### src/rtl/uart_params.svh
`ifndef UART_PARAMS_SVH
`define UART_PARAMS_SVH

// Build-time defaults for the UART link.

// Clock cycles per serial bit, kept short for simulation.
`define UART_CLKS_PER_BIT 16

`define UART_BITS_N 8  // Data bits per frame.

`define UART_PARITY_TYPE 2  // 0 is none, 1 is odd, 2 is even.

`define UART_STAT_W 8  // Width of each statistics counter.

`endif

### src/rtl/uart_pkg.sv
`default_nettype none

package uart_pkg;

   // Parity mode of a frame.
   typedef enum logic [1:0] {
      par_none = 2'd0,  // No parity bit is sent.
      par_odd  = 2'd1,  // Parity bit makes the count of ones odd.
      par_even = 2'd2   // Parity bit makes the count of ones even.
   } parity_e;

   typedef enum logic [2:0] {
      tx_st_idle,    // Line high, waiting for a word.
      tx_st_start,   // Driving the start bit.
      tx_st_data,    // Driving the data bits, LSB first.
      tx_st_parity,  // Driving the parity bit.
      tx_st_stop     // Driving the stop bit.
   } tx_state_e;

   typedef enum logic [2:0] {
      rx_st_idle,    // Waiting for a low level on the line.
      rx_st_start,   // Confirming the start bit at mid-bit.
      rx_st_data,    // Sampling the data bits.
      rx_st_parity,  // Sampling the parity bit.
      rx_st_stop     // Sampling the stop bit.
   } rx_state_e;

endpackage

`default_nettype wire

### src/rtl/uart_tx.sv
`timescale 1ns/10ps
`default_nettype none
`include "uart_params.svh"

module uart_tx #(
   parameter int                CLKS_PER_BIT = `UART_CLKS_PER_BIT,
   parameter int                BITS_N       = `UART_BITS_N,
   parameter uart_pkg::parity_e PARITY_TYPE  = uart_pkg::parity_e'(`UART_PARITY_TYPE)
) (
   input  wire               clk,
   input  wire               rst,
   input  wire  [BITS_N-1:0] tx_data,
   input  wire               tx_valid,
   output logic              tx_ready,
   output logic              uart_out,
   output logic              tx_done
);
   import uart_pkg::*;

   localparam int CNT_W = (CLKS_PER_BIT > 1) ? $clog2(CLKS_PER_BIT) : 1;
   localparam int IDX_W = (BITS_N > 1) ? $clog2(BITS_N) : 1;
   localparam logic [CNT_W-1:0] LAST_CNT = CNT_W'(CLKS_PER_BIT - 1);
   localparam logic [IDX_W-1:0] LAST_IDX = IDX_W'(BITS_N - 1);

   tx_state_e         state;
   tx_state_e         state_nxt;
   logic [CNT_W-1:0]  baud_cnt;   // Cycles spent in the current bit.
   logic [IDX_W-1:0]  bit_idx;    // Index of the data bit on the line.
   logic [BITS_N-1:0] data_q;     // Word captured on acceptance.
   logic              baud_tick;
   logic              par_bit;
   logic              accept;

   assign tx_ready  = (state == tx_st_idle);  // Only an idle transmitter takes a word.
   assign accept    = tx_valid & tx_ready;
   assign baud_tick = (baud_cnt == LAST_CNT);  // Last cycle of the current bit.
   assign par_bit   = (PARITY_TYPE == par_odd) ? ~^data_q : ^data_q;
   assign tx_done   = (state == tx_st_stop) & baud_tick;  // Stop bit ends this cycle.

   always_comb begin
      state_nxt = state;
      case (state)
         tx_st_idle: begin
            if (accept) begin
               state_nxt = tx_st_start;
            end
         end
         tx_st_start: begin
            if (baud_tick) begin
               state_nxt = tx_st_data;
            end
         end
         tx_st_data: begin
            if (baud_tick && bit_idx == LAST_IDX) begin
               state_nxt = (PARITY_TYPE != par_none) ? tx_st_parity : tx_st_stop;
            end
         end
         tx_st_parity: begin
            if (baud_tick) begin
               state_nxt = tx_st_stop;
            end
         end
         tx_st_stop: begin
            if (baud_tick) begin
               state_nxt = tx_st_idle;
            end
         end
         default: state_nxt = tx_st_idle;
      endcase
   end

   always_ff @(posedge clk) begin
      if (!rst) begin
         state    <= tx_st_idle;
         baud_cnt <= '0;
         bit_idx  <= '0;
      end else begin
         state <= state_nxt;
         if (state == tx_st_idle || baud_tick) begin
            baud_cnt <= '0;  // The counter only runs while a frame is on the line.
         end else begin
            baud_cnt <= baud_cnt + 1'b1;
         end
         if (state != tx_st_data) begin
            bit_idx <= '0;
         end else if (baud_tick) begin
            bit_idx <= bit_idx + 1'b1;  // Next data bit at each bit boundary.
         end
      end
   end

   always_ff @(posedge clk) begin
      if (accept) begin
         data_q <= tx_data;  // Holds the word stable for the whole frame.
      end
   end

   always_comb begin
      case (state)
         tx_st_start:  uart_out = 1'b0;             // The start bit is a zero.
         tx_st_data:   uart_out = data_q[bit_idx];
         tx_st_parity: uart_out = par_bit;
         default:      uart_out = 1'b1;             // Idle and stop keep the line high.
      endcase
   end

endmodule

`default_nettype wire

### src/rtl/uart_rx.sv
`timescale 1ns/10ps
`default_nettype none
`include "uart_params.svh"

module uart_rx #(
   parameter int                CLKS_PER_BIT = `UART_CLKS_PER_BIT,
   parameter int                BITS_N       = `UART_BITS_N,
   parameter uart_pkg::parity_e PARITY_TYPE  = uart_pkg::parity_e'(`UART_PARITY_TYPE)
) (
   input  wire               clk,
   input  wire               rst,
   input  wire               uart_in,
   output logic [BITS_N-1:0] rx_data,
   output logic              rx_valid,
   output logic              rx_parity_err,
   output logic              rx_frame_err
);
   import uart_pkg::*;

   localparam int CNT_W = (CLKS_PER_BIT > 1) ? $clog2(CLKS_PER_BIT) : 1;
   localparam int IDX_W = (BITS_N > 1) ? $clog2(BITS_N) : 1;
   localparam int HALF  = (CLKS_PER_BIT > 1) ? CLKS_PER_BIT / 2 - 1 : 0;
   localparam logic [CNT_W-1:0] LAST_CNT = CNT_W'(CLKS_PER_BIT - 1);
   localparam logic [CNT_W-1:0] HALF_CNT = CNT_W'(HALF);
   localparam logic [IDX_W-1:0] LAST_IDX = IDX_W'(BITS_N - 1);

   rx_state_e         state;
   logic [1:0]        sync_q;     // Two-flop synchronizer on the serial input.
   logic              line;
   logic              armed;      // Line has been high since the last frame.
   logic [CNT_W-1:0]  baud_cnt;
   logic [IDX_W-1:0]  bit_idx;
   logic [BITS_N-1:0] shreg;      // Data bits, shifted in from the top.
   logic              par_bit;    // Received parity bit.
   logic              baud_tick;
   logic              start_smp;
   logic              data_smp;
   logic              par_smp;
   logic              stop_smp;
   logic              par_exp;
   logic              par_mismatch;

   assign line      = sync_q[1];
   assign baud_tick = (baud_cnt == LAST_CNT);
   assign start_smp = (state == rx_st_start) & (baud_cnt == HALF_CNT);  // Mid start bit.
   assign data_smp  = (state == rx_st_data) & baud_tick;
   assign par_smp   = (state == rx_st_parity) & baud_tick;
   assign stop_smp  = (state == rx_st_stop) & baud_tick;

   // Parity recomputed from the received data and compared with the parity bit.
   assign par_exp      = (PARITY_TYPE == par_odd) ? ~^shreg : ^shreg;
   assign par_mismatch = (PARITY_TYPE != par_none) & (par_bit != par_exp);

   always_ff @(posedge clk) begin
      if (!rst) begin
         sync_q        <= 2'b11;  // The idle line is high.
         state         <= rx_st_idle;
         armed         <= 1'b0;
         baud_cnt      <= '0;
         bit_idx       <= '0;
         rx_valid      <= 1'b0;
         rx_parity_err <= 1'b0;
         rx_frame_err  <= 1'b0;
      end else begin
         sync_q   <= {sync_q[0], uart_in};
         rx_valid <= 1'b0;  // The result strobe lasts a single cycle.
         if (state == rx_st_idle || start_smp || baud_tick) begin
            baud_cnt <= '0;  // Each sample restarts the bit period.
         end else begin
            baud_cnt <= baud_cnt + 1'b1;
         end
         case (state)
            rx_st_idle: begin
               if (line) begin
                  armed <= 1'b1;
               end else if (armed) begin
                  state <= rx_st_start;  // A low level starts a frame.
               end
            end
            rx_st_start: begin
               if (start_smp) begin
                  bit_idx <= '0;
                  state   <= line ? rx_st_idle : rx_st_data;  // High again means a glitch.
               end
            end
            rx_st_data: begin
               if (data_smp) begin
                  bit_idx <= bit_idx + 1'b1;
                  if (bit_idx == LAST_IDX) begin
                     state <= (PARITY_TYPE != par_none) ? rx_st_parity : rx_st_stop;
                  end
               end
            end
            rx_st_parity: begin
               if (par_smp) begin
                  state <= rx_st_stop;
               end
            end
            rx_st_stop: begin
               if (stop_smp) begin
                  state         <= rx_st_idle;
                  armed         <= 1'b0;  // A low stop bit must end before a new start.
                  rx_valid      <= 1'b1;
                  rx_parity_err <= par_mismatch;
                  rx_frame_err  <= ~line;  // The stop bit has to be high.
               end
            end
            default: state <= rx_st_idle;
         endcase
      end
   end

   always_ff @(posedge clk) begin
      if (data_smp) begin
         shreg <= {line, shreg[BITS_N-1:1]};  // LSB first, so after BITS_N bits it sits at 0.
      end
      if (par_smp) begin
         par_bit <= line;
      end
      if (stop_smp) begin
         rx_data <= shreg;
      end
   end

endmodule

`default_nettype wire

### src/rtl/uart_link_stats.sv
`timescale 1ns/10ps
`default_nettype none
`include "uart_params.svh"

module uart_link_stats (
   input  wire                     clk,
   input  wire                     rst,
   input  wire                     tx_done,
   input  wire                     rx_valid,
   input  wire                     rx_parity_err,
   input  wire                     rx_frame_err,
   output logic [`UART_STAT_W-1:0] tx_count,
   output logic [`UART_STAT_W-1:0] rx_count,
   output logic [`UART_STAT_W-1:0] parity_err_count,
   output logic [`UART_STAT_W-1:0] frame_err_count
);

   localparam int N_EVT = 4;
   localparam logic [`UART_STAT_W-1:0] CNT_MAX = '1;

   logic [N_EVT-1:0]                   evt;  // One event line per counter.
   logic [N_EVT-1:0][`UART_STAT_W-1:0] cnt;

   // Error flags only count together with the receive strobe.
   assign evt[0] = tx_done;
   assign evt[1] = rx_valid;
   assign evt[2] = rx_valid & rx_parity_err;
   assign evt[3] = rx_valid & rx_frame_err;

   always_ff @(posedge clk) begin
      if (!rst) begin
         cnt <= '0;
      end else begin
         for (int i = 0; i < N_EVT; i++) begin
            if (evt[i] && cnt[i] != CNT_MAX) begin
               cnt[i] <= cnt[i] + 1'b1;  // Counters stop at their maximum.
            end
         end
      end
   end

   assign tx_count         = cnt[0];
   assign rx_count         = cnt[1];
   assign parity_err_count = cnt[2];
   assign frame_err_count  = cnt[3];

endmodule

`default_nettype wire

### src/rtl/uart_link.sv
`timescale 1ns/10ps
`default_nettype none
`include "uart_params.svh"

module uart_link (
   input  wire                     clk,
   input  wire                     rst,
   input  wire  [`UART_BITS_N-1:0] tx_data,
   input  wire                     tx_valid,
   output logic                    tx_ready,
   output logic                    uart_out,
   input  wire                     uart_in,
   output logic [`UART_BITS_N-1:0] rx_data,
   output logic                    rx_valid,
   output logic                    rx_parity_err,
   output logic                    rx_frame_err,
   output logic [`UART_STAT_W-1:0] tx_count,
   output logic [`UART_STAT_W-1:0] rx_count,
   output logic [`UART_STAT_W-1:0] parity_err_count,
   output logic [`UART_STAT_W-1:0] frame_err_count
);
   import uart_pkg::*;

   logic tx_done;  // End of each sent frame, for the statistics.

   uart_tx #(
      .CLKS_PER_BIT (`UART_CLKS_PER_BIT),
      .BITS_N       (`UART_BITS_N),
      .PARITY_TYPE  (parity_e'(`UART_PARITY_TYPE))
   ) u_tx (
      .clk      (clk),
      .rst      (rst),
      .tx_data  (tx_data),
      .tx_valid (tx_valid),
      .tx_ready (tx_ready),
      .uart_out (uart_out),
      .tx_done  (tx_done)
   );

   // The receiver listens on its own input, which may or may not be looped back.
   uart_rx #(
      .CLKS_PER_BIT (`UART_CLKS_PER_BIT),
      .BITS_N       (`UART_BITS_N),
      .PARITY_TYPE  (parity_e'(`UART_PARITY_TYPE))
   ) u_rx (
      .clk           (clk),
      .rst           (rst),
      .uart_in       (uart_in),
      .rx_data       (rx_data),
      .rx_valid      (rx_valid),
      .rx_parity_err (rx_parity_err),
      .rx_frame_err  (rx_frame_err)
   );

   uart_link_stats u_stats (
      .clk              (clk),
      .rst              (rst),
      .tx_done          (tx_done),
      .rx_valid         (rx_valid),
      .rx_parity_err    (rx_parity_err),
      .rx_frame_err     (rx_frame_err),
      .tx_count         (tx_count),
      .rx_count         (rx_count),
      .parity_err_count (parity_err_count),
      .frame_err_count  (frame_err_count)
   );

endmodule

`default_nettype wire

### config.mk
export PLATFORM = sky130hd
export DESIGN_NAME = uart_link
export DESIGN_NICKNAME = d
export VERILOG_FILES = /design/src/rtl/uart_pkg.sv /design/src/rtl/uart_tx.sv /design/src/rtl/uart_rx.sv /design/src/rtl/uart_link_stats.sv /design/src/rtl/uart_link.sv
export VERILOG_INCLUDE_DIRS = /design/src /design/src/rtl
export SDC_FILE = /design/constraint.sdc
export NUM_CORES = 1
export LEC_CHECK = 0
export BUFFER_PORTS_ARGS = -buffer_cell sky130_fd_sc_hd__buf_2
export CAP_MARGIN = 20
export CORE_MARGIN = 2
export CORE_UTILIZATION = 35
export DETAILED_ROUTE_END_ITERATION = 10
export PLACE_DENSITY_LB_ADDON = 0.12
export SETUP_SLACK_MARGIN = 0.02
export SKIP_LAST_GASP = 1
export SYNTH_ARGS = -nofsm -noshare
export SYNTH_HDL_FRONTEND = slang
export SYNTH_SLANG_ARGS = --single-unit
### constraint.sdc
create_clock -name clk -period 2.05 [get_ports clk]
set_input_delay 0 -clock clk [delete_from_list [all_inputs] [get_ports clk]]
set_output_delay 0 -clock clk [all_outputs]
set_load 0.02 [all_outputs]
[Word level (Yosys, flattened, before mapping)]
Index checks and enable logic that the tools add are counted.
Storage, ports and cells
  output and inout bits: 45
  word-level logic and storage cells: 118
  input port bits: 12
  register bits after elaboration: 83
Cells by class
  bitwise gates (word level): 10
  mux-type cells: 25
  magnitude comparators: 1
  eq/ne operators: 32
  reduce and logical (&&, ||, !) cells: 23
  add/sub/neg operators: 8
Operator list (number)
  $mux 3: 14
  $add 8x1->8 const B: 4
  $ne 8x8->1 const B: 4
  $pmux 3 s5: 2
  $ne 2x1->1 const B: 10
  $reduce_xor 8->1: 2
  $eq 3x2->1 const B: 4
  $eq 3x3->1 const B: 4
  $add 4x1->4 const B: 2
  $and 1x1->1: 8
  $eq 4x4->1 const B: 2
  $reduce_and 7->1: 1
  $add 3x1->3 const B: 2
  $eq 3x1->1 const B: 2
  $logic_not 3->1: 2
  $ne 2x2->1 const B: 3
  $pmux 3 s2: 1
  $reduce_and 3->1: 2
  $reduce_or 2->1: 3
  $logic_and 1x1->1: 5
  $reduce_and 5->1: 1
  $eq 4x3->1 const B: 1
  $lt 3x4->1 const B: 1
  $mux 1: 4
  10 further kinds: 15

[Longest topological paths before layout]
Gate-level depths: netlist of the first run.
  depth in word-level cells: 5
  depth in mapped cells: 7
  gate-level depth less buffers: 6

[Hierarchy]
From an unflattened synthesis of the first run, not the netlist that was laid out.
Unflattened totals
  cell total of the unflattened synthesis: 371
  area, all modules: 3843.7 um^2
By module, submodules not included
  uart_link_stats: times used 1, seq. area each 640.6 um^2, area each 1674.1 um^2, cells each 190
  uart_rx: times used 1, seq. area each 830.8 um^2, area each 1331.3 um^2, cells each 107
  uart_tx: times used 1, seq. area each 440.4 um^2, area each 838.3 um^2, cells each 74

[Least setup slack after synthesis of the first run]
Ideal clock, no wire load.
  kind: register to register
  from: register u_rx.baud_cnt[0]
  to: register u_rx.shreg[0] (enable)
  library setup time: 386 ps
  period minus slack after synthesis: 1760 ps
  data arrival time: 1375 ps
  stages on the path, launching flop included: 4
  data required time: 1664 ps
  buffers on the path: 0
  path slack: 290 ps
  cells stage by stage: dfxtp_1 > ha_1 > nand3_1 > nor3_1
On the way
  cells in the longest elaborated chain, start to end: 2
RTL lines
  start, declared: line uart_rx.sv:31  | logic [CNT_W-1:0] baud_cnt;
  start signal, assigned: line uart_rx.sv:70  | baud_cnt <= baud_cnt + 1'b1;
  $eq 4x4->1: line uart_rx.sv:44  | assign baud_tick = (baud_cnt == LAST_CNT);
  $and 1x1->1: line uart_rx.sv:46  | assign data_smp = (state == rx_st_data) & baud_tick;
  named net u_rx.data_smp: line uart_rx.sv:37  | logic data_smp;
  end signal, assigned: line uart_rx.sv:115  | shreg <= {line, shreg[BITS_N-1:1]};
  end, declared: line uart_rx.sv:33  | logic [BITS_N-1:0] shreg;
The timed path passes the listed nets, and every way through them passes these cells.
A chain may end at the register's enable or synchronous reset.

[Final worst setup path of the first run]
  from: register u_tx.data_q[7]
  to: output uart_out
On the way
  cells in the longest elaborated chain, start to end: 3
  elaborated cells between the ends (all ways): 4
  classes of those cells: mux (3); reduce/logical (1)
RTL lines
  start, declared: line uart_tx.sv:29  | logic [BITS_N-1:0] data_q;
  start signal, assigned: line uart_tx.sv:94  | data_q <= tx_data;
  $bmux 1 s3: line uart_tx.sv:101  | tx_st_data: uart_out = data_q[bit_idx];
  $mux 1 (implied by the code): line uart_tx.sv:101
  $pmux 1 s3 (*): line uart_tx.sv:99  | case (state)
  end, declared: line uart_link.sv:11  | output logic uart_out,
Every way passes the cells marked *; elsewhere a longest branch is shown, timed or not. The select of a mux whose other input is x is not followed.

==> impl_metrics.tcl, run 1 <==
set metrics [dict create \
    clk_latency_ns 0.35 \
    ys_top_cells_by_area "dfxtp_1, edfxtp_1, xnor2_1" \
    synth-seq-cells 83 \
    yosysMostFrequentCell "dfxtp_1" \
    worstPathArrival_ns 1.90 \
    max-clock-path-buffers 2 \
    yosysSeqAreaShare_pct 53.97 \
    antenna_found_initial 0 \
    relSlewSlack_pct 49.23 \
    nNetsFinal 439 \
    p_leak_uw 0.001662 \
    busiest_layer "met2" \
    met2_usage_pct 20.54 \
    async_reset_ff_share_pct 0 \
    cts_buffers 9 \
    period_needed_ns 1.897 \
    crit_path_max_fanout 2 \
    grt_pass1_wl_um 11470 \
    firstDrtPassIters 4 \
    die_h_um 104.6 \
    wirelength_um 6824 \
    hp-class "primary input to register" \
    power_density_nw_per_um2 697.6 \
    io_pins 57 \
    finalHoldViolations 0 \
    vias_per_cell 4.717 \
    synth_nets 364 \
    start_util_pct 36.07 \
    total_power_uw 3006 \
    final_layout_size_suffix_gt1_share_pct 21.09 \
    finClkSkew_ns 0.007673 \
    clkSinkCount 83 \
    wl_per_cell_um 12.30 \
    cts_max_level 3 \
    stdcell_count 555 \
    gr-total-overflow 0 \
    die-area_um2 10940 \
    syn_area_per_cell_um2 10.36 \
    drtIter0Drc 95 \
    n_antenna_cell 0 \
    area_growth_pct 21.65 \
    synth_top_area_cell "dfxtp_1" \
    fp.coreArea_um2 9819 \
    synth_common_cells "dfxtp_1, nor2_1, xnor2_1" \
    worstSetupPathType "register to output pin" \
    netlist_instances 342 \
    grt_pass1_vias 2427 \
    drv_slew 0 \
    io_buffers 56 \
    grtUsageMet1_pct 16.88 \
    end_kind "output pin" \
    cts_tree "done" \
    rows 36 \
    synthesis.area_um2 3542 \
    placedCellCount 528 \
    final-setup-viol-count 0 \
    cts-root-buf "clkbuf_8" \
    die-width_um 104.6 \
    post-route-drc-count 0 \
    synth_ff_type "dfxtp_1" \
    min_period_over_period_pct 92.53 \
    status "finished, final reports clean" \
    vdd_drop_max_mv 0.3284 \
    grt_usage_pct 12.93 \
    cp_data_required_time_ns 2.05 \
    synth_edf_count 25 \
    dp_hpwl_um 4618 \
    rsz0062_at_grt "yes" \
    vias 2618 \
    startpoint_type "register" \
    clock.fmax_ghz 0.5272 \
    ys.warnings.count 0 \
    yosysTopAreaCellShare_pct 32.78 \
    yosysUniqueCellTypes 40 \
    place.gp.congestion 0.8145 \
    cap_violations 0 \
    grt_max_degree 43 \
    use_met3_pct 3.868 \
    cts_setup_buffers 0 \
    ant_nets 0 \
    worst_pin_slew_ns 0.7605 \
    clk_pin_slew_ns 0.08 \
]
[timing repair]
item / CTS / global route
gates resized for setup: 0 / 2
hold endpoints to repair: 10 / 0
endpoints found under the setup margin: 0 / 1
hold buffers: 11 / 0
[where the power goes]
group	internal, µW	switching [µW]	leakage (µW)
clock network	569	619	0.0000923
logic	52.5	51.1	0.000872
registers	1700	13.8	0.000697
total	2320	684	0.00166
[stage by stage]
| stage | util (%) | setup TNS [ns] | hold WS [ns] | cell area, µm² | setup WS (ns) |
|---|---|---|---|---|---|
| after global routing | 43.88 | -0.0007994 | 0.1081 | 4309 | -0.0007994 |
| after global placement | 40.66 | 0 | 0.1765 | 3993 | 0.3424 |
| after detailed placement | 40.66 | 0 | 0.1781 | 3993 | 0.2630 |
| after floorplan | - | 0 | 0.07304 | 3542 | 0.2896 |
| after CTS | 43.81 | 0 | 0.05548 | 4302 | 0.02643 |
| final | 43.88 | 0 | 0.07776 | 4309 | 0.1532 |
[worst paths after layout]
check / slack [ns] / to / startpoint / depth (start not counted)
max: 0.15 / uart_out / u_tx.data_q[7] / 5
max reg2reg: 0.26 / u_stats.tx_count[7] / u_tx.baud_cnt[0] / 5
min: 0.08 / u_tx.state[0] / tx_valid / 5
min reg2reg: 0.42 / u_rx.sync_q[1] / u_rx.sync_q[0] / 1
[worst max-delay path, cell delays in order (launching register included)]
cell and delay [ns]:
edfxtp_1 0.41, mux4_2 0.48, mux2_2 0.28, nor4_2 0.12
a31oi_1 0.07, buf_2 0.18
[area by class of cell]
| type | count | area, µm² |
|---|---|---|
| inverters | 8 | 30.03 |
| clock inverters | 7 | 75.07 |
| multi-input cells | 243 | 1573 |
| well taps | 133 | 166.4 |
| fillers | 988 | 5510 |
| repair buffers | 72 | 427.9 |
| flip-flops and latches | 83 | 1913 |
| clock buffers | 9 | 123.9 |
[logic make-up (layout without fill, tap and decap cells)]
group	after synthesis	after routing	share of synthesized area, %
and+or+nand+nor	146	146	19.64
DFF	83	83	53.97
xor gates and xnor gates	42	42	10.77
AOI/OAI and AO/OA	35	35	6.711
buffers and inverters	16	96	1.802
adders and majority gates	10	10	3.532
muxes	10	10	3.568
[cells in the final DEF (no fill, tap or decap), drive strengths merged, types with 11 or more instances in the layout]
cell / instances
buf: 61
dfxtp: 58
nor2: 54
xnor2: 30
edfxtp: 25
nand2: 22
nand3: 19
nor3: 16
a21oi: 13
xor2: 11
dlygate4sd3: 11
[sequential cells by signal, summed over array words and instances (netlist names), 2 cells and up]
signal / cells
u_rx.bit_idx: 3
u_tx.bit_idx: 3
u_stats.parity_err_count: 8
u_stats.tx_count: 8
u_tx.baud_cnt: 4
u_rx.shreg: 8
u_rx.state: 3
u_stats.frame_err_count: 8
u_rx.sync_q: 2
u_stats.rx_count: 8
u_tx.data_q: 8
u_rx.baud_cnt: 4
u_tx.state: 3
u_rx.rx_data: 8
[layer usage]
layer  vias to the layer above  wire [µm]  part of all wire (%)
li1                       1339          -                     -
met1                      1219       3381                    50
met2                        55       3106                    46
met3                         5        278                   4.1
met4                         0         58                  0.85
met5                         -          0                     0
Note: power is estimated with default switching activity, not from simulation.
==> run 2, diff against run 1 <==
Settings changed: CORE_ASPECT_RATIO from default to 2, SETUP_SLACK_MARGIN 0.02 to default.
==> impl_metrics.tcl, run 2 (synthesis results as in run 1) <==
set metrics [dict create \
    grt_max_degree 25 \
    vias_per_cell 4.732 \
    gr-total-overflow 0 \
    worst_pin_slew_ns 0.4379 \
    wl_per_cell_um 12.09 \
    regArea_um2 1913 \
    p_leak_uw 0.001705 \
    sequentialPowerShare_pct 50.2 \
    min_period_over_period_pct 93.04 \
    area_growth_pct 24.09 \
    fin_area_um2 4395 \
    max-clock-path-buffers 2 \
    switchingPower_uw 717.2 \
    final-setup-viol-count 0 \
    status "finished, final reports clean" \
    final_util_pct 44.16 \
    fp.coreArea_um2 9955 \
    clk_pin_slew_ns 0.06 \
    finalHoldViolations 0 \
    pwr-share-comb_pct 3.0 \
    final_layout_size_suffix_gt1_share_pct 21.14 \
    final_cell_mix "dfxtp_1, buf_2, nor2_1" \
    cts_buffers 9 \
    relSlewSlack_pct 70.72 \
    multi_input_area_um2 1567 \
    power.share.clock_pct 46.8 \
    fill_cells 991 \
    die-width_um 75.14 \
    cts_max_level 3 \
    firstDrtPassIters 4 \
    io_buffers 56 \
    finClkSkew_ns 0.006269 \
    cp_data_required_time_ns 2.05 \
    cts_setup_buffers 0 \
    clk_latency_ns 0.33 \
    io_pins 57 \
    placedInstanceArea_um2 4003 \
    grt_usage_pct 13.37 \
    hp-class "primary input to register" \
    antenna_found_initial 0 \
    cts_tree "done" \
    clock.fmax_ghz 0.5243 \
    power_density_nw_per_um2 777.7 \
    vias 2631 \
    grt_pass1_wl_um 11620 \
    clkSinkCount 83 \
    rows 52 \
    power.internal_uw 2701 \
    die-area_um2 10990 \
    place.gp.congestion 0.7929 \
    switching_share_pct 20.98 \
    worstSetupPathType "register to output pin" \
    drtIter0Drc 85 \
    drv_slew 0 \
    startpoint_type "register" \
    end_kind "output pin" \
    start_util_pct 35.58 \
    wirelength_um 6721 \
    crit_path_max_fanout 2 \
    layout_commonest_cell "dfxtp_1" \
    nNetsFinal 438 \
    die_h_um 146.3 \
    dp_hpwl_um 4752 \
    ant_nets 0 \
    vdd_drop_max_mv 0.3962 \
    tns_ns 0 \
    n_antenna_cell 0 \
    cap_violations 0 \
    period_needed_ns 1.907 \
    worstPathArrival_ns 1.91 \
    cts-root-buf "clkbuf_16" \
    grt_pass1_vias 2533 \
    rsz0062_at_grt "no" \
    post-route-drc-count 0 \
]
run 2: cell types whose count changed in the layout (fill, tap and decap cells not counted), sizes merged:
cell         delta
clkinv          +1
buf             +1
inv             -1
dlygate4sd3     -2
run 2: through the flow:
| stage | hold slack, ns | power (µW) | setup WS (ns) | instances |
|---|---|---|---|---|
| 5_1_grt | 0.04206 | 3570 | 0.02651 | 556 |
| 4_1_cts | 0.03683 | 3486 | 0.07418 | 556 |
| 3_3_place_gp | 0.1763 | 1842 | 0.3588 | 531 |
| 2_1_floorplan | 0.07304 | 1807 | 0.2896 | 342 |
| 3_5_place_dp | 0.1784 | 1843 | 0.3045 | 531 |
| 6_report | 0.03255 | 3418 | 0.1427 | 556 |
run 2: path summary, 6_finish.rpt:
check                                 startpoint                  end  slack (ns)  cells after the start
worst max-delay path              u_tx.data_q[0]             uart_out        0.14                      5
worst min-delay path                         rst       u_rx.sync_q[1]        0.03                      3
worst max register to register  u_tx.baud_cnt[0]  u_stats.tx_count[7]        0.30                      5
worst min register to register    u_rx.sync_q[0]       u_rx.sync_q[1]        0.41                      1
run 2: power groups by stage:
stage / Sequential, µW / Combinational, µW / Clock (µW)
detailed placement: 1750 / 90.7 / 0
finish: 1720 / 102 / 1600
CTS: 1720 / 105 / 1670
floorplan: 1750 / 60.3 / 0
global route: 1720 / 114 / 1740
global placement: 1750 / 89.6 / 0
run 2: cell type report:
type	count	share of cell area (%)
Clock buffer	9	5.124
Inverter	8	0.6832
Multi-Input combinational cell	243	35.64
Sequential cell	83	43.52
Tap cell	135	3.843
Timing Repair Buffer	71	9.451
Clock inverter	7	1.736
run 2: per-layer routing:
layer  wire (µm)  global-route usage [%]
met3         295                   2.692
met4          97                   6.579
met5           0                       0
met1        3189                   18.33
met2        3138                   19.78
run 2: timing repair:
| item | CTS | global route |
|---|---|---|
| endpoints found under the setup margin | 0 | 1 |
| hold endpoints to repair | 9 | 0 |
| resized for setup | 0 | 1 |
| hold buffers | 9 | 0 |
run 2: critical path, stage by stage (launching register included):
cell	delay, ns
edfxtp_1	0.42
mux4_2	0.46
mux2_2	0.28
nor4_1	0.16
a31oi_1	0.08
buf_2	0.17
==> run 3, diff against run 2 <==
Settings changed: CORE_UTILIZATION 35 to 45.
==> impl_metrics.tcl, run 3 (synthesis results as in run 1) <==
set metrics [dict create \
    start_util_pct 46.60 \
    clkSinkCount 83 \
    final_cell_mix "dfxtp_1, buf_2, nor2_1" \
    drv_slew 0 \
    wl_per_cell_um 12.82 \
    vdd_drop_max_mv 0.6413 \
    crit_path_max_fanout 2 \
    cts_buffers 9 \
    dp_slack_ns 0.3033 \
    vias 2644 \
    max-clock-path-buffers 2 \
    worstSetupPathType "register to output pin" \
    tns_ns 0 \
    io_buffers 56 \
    cts_tree "done" \
    die-area_um2 8640 \
    period_needed_ns 1.895 \
    io_pins 57 \
    fp.coreArea_um2 7601 \
    n_antenna_cell 0 \
    end_kind "output pin" \
    vias_per_cell 5.134 \
    clk_latency_ns 0.33 \
    rows 45 \
    antenna_found_initial 0 \
    timing.final.ws_setup_ns 0.1555 \
    nNetsFinal 438 \
    cap_violations 0 \
    startpoint_type "register" \
    clock.fmax_ghz 0.5278 \
    relSlewSlack_pct 53.11 \
    final-setup-viol-count 0 \
    hp-class "primary input to register" \
    multi_input_area_um2 1567 \
    rsz0062_at_grt "no" \
    finClkSkew_ns 0.006577 \
    die-width_um 66.74 \
    final_util_pct 57.45 \
    dp_hpwl_um 4736 \
    area_growth_pct 23.28 \
    holdWs_ns 0.07593 \
    grt_pass1_wl_um 10760 \
    grt_pass1_vias 2462 \
    cts_max_level 3 \
    regArea_um2 1913 \
    layout_commonest_cell "dfxtp_1" \
    die_h_um 129.5 \
    worstPathArrival_ns 1.89 \
    wirelength_um 6603 \
    post-route-drc-count 0 \
    gr-total-overflow 0 \
    cts-root-buf "clkbuf_16" \
    status "finished, final reports clean" \
    place.gp.congestion 0.8249 \
    worst_pin_slew_ns 0.7024 \
    grt_usage_pct 16.62 \
    final_layout_size_suffix_gt1_share_pct 20.19 \
    cp_data_required_time_ns 2.05 \
    p_leak_uw 0.001718 \
    finalHoldViolations 0 \
    drtIter0Drc 172 \
    firstDrtPassIters 6 \
    grt_max_degree 43 \
    cts_setup_buffers 0 \
    min_period_over_period_pct 92.42 \
    ant_nets 0 \
    fill_cells 681 \
    power_density_nw_per_um2 804.6 \
    clk_pin_slew_ns 0.06 \
]
## run 3: path summary, 6_finish.rpt
| kind | start | endpoint | slack, ns | cells past startpoint |
|---|---|---|---|---|
| max | u_tx.data_q[6] | uart_out | 0.16 | 5 |
| min | tx_valid | u_tx.state[0] | 0.08 | 5 |
| max reg2reg | u_tx.baud_cnt[0] | u_stats.tx_count[7] | 0.29 | 5 |
| min reg2reg | u_rx.sync_q[0] | u_rx.sync_q[1] | 0.40 | 1 |
## run 3: report_power, final
group,switching (µW),internal [µW]
logic,50.4,51.1
registers,13.7,1700
clock network,603,1090
## run 3: layout make-up
type / instances / area share, %
sequential: 83 / 43.81
multi-input combinational: 243 / 35.87
timing repair buffer: 71 / 9.627
clock buffer: 11 / 5.559
tap: 94 / 2.693
clock inverter: 5 / 1.748
inverter: 8 / 0.6877
## run 3: critical path, stage by stage, from the launching register on
cell and delay (ns):
edfxtp_1 0.41, mux4_2 0.47, mux2_2 0.28, nor4_1 0.17
a31oi_1 0.06, buf_2 0.17
## run 3: what timing repair did
item                                    4_1_cts  5_1_grt
endpoints found under the setup margin        0        1
gates resized for setup                       0        1
hold endpoints to repair                     10        0
hold buffers                                 11        0
## run 3: stage by stage
stage | area [µm²] | total power (µW) | instances
floorplan | 3542 | 1807 | 342
global placement | 3936 | 1839 | 488
detailed placement | 3936 | 1840 | 488
CTS | 4365 | 3560 | 515
global route | 4367 | 3631 | 515
finish | 4367 | 3514 | 515
## run 3: routing by layer
metal	vias to the layer above	track usage (%)	routed length, µm
met3	15	4.427	232
met5	-	0	0
met1	1234	15.73	2514
met2	52	31.18	3674
met4	0	8.884	182
li1	1343	-	-
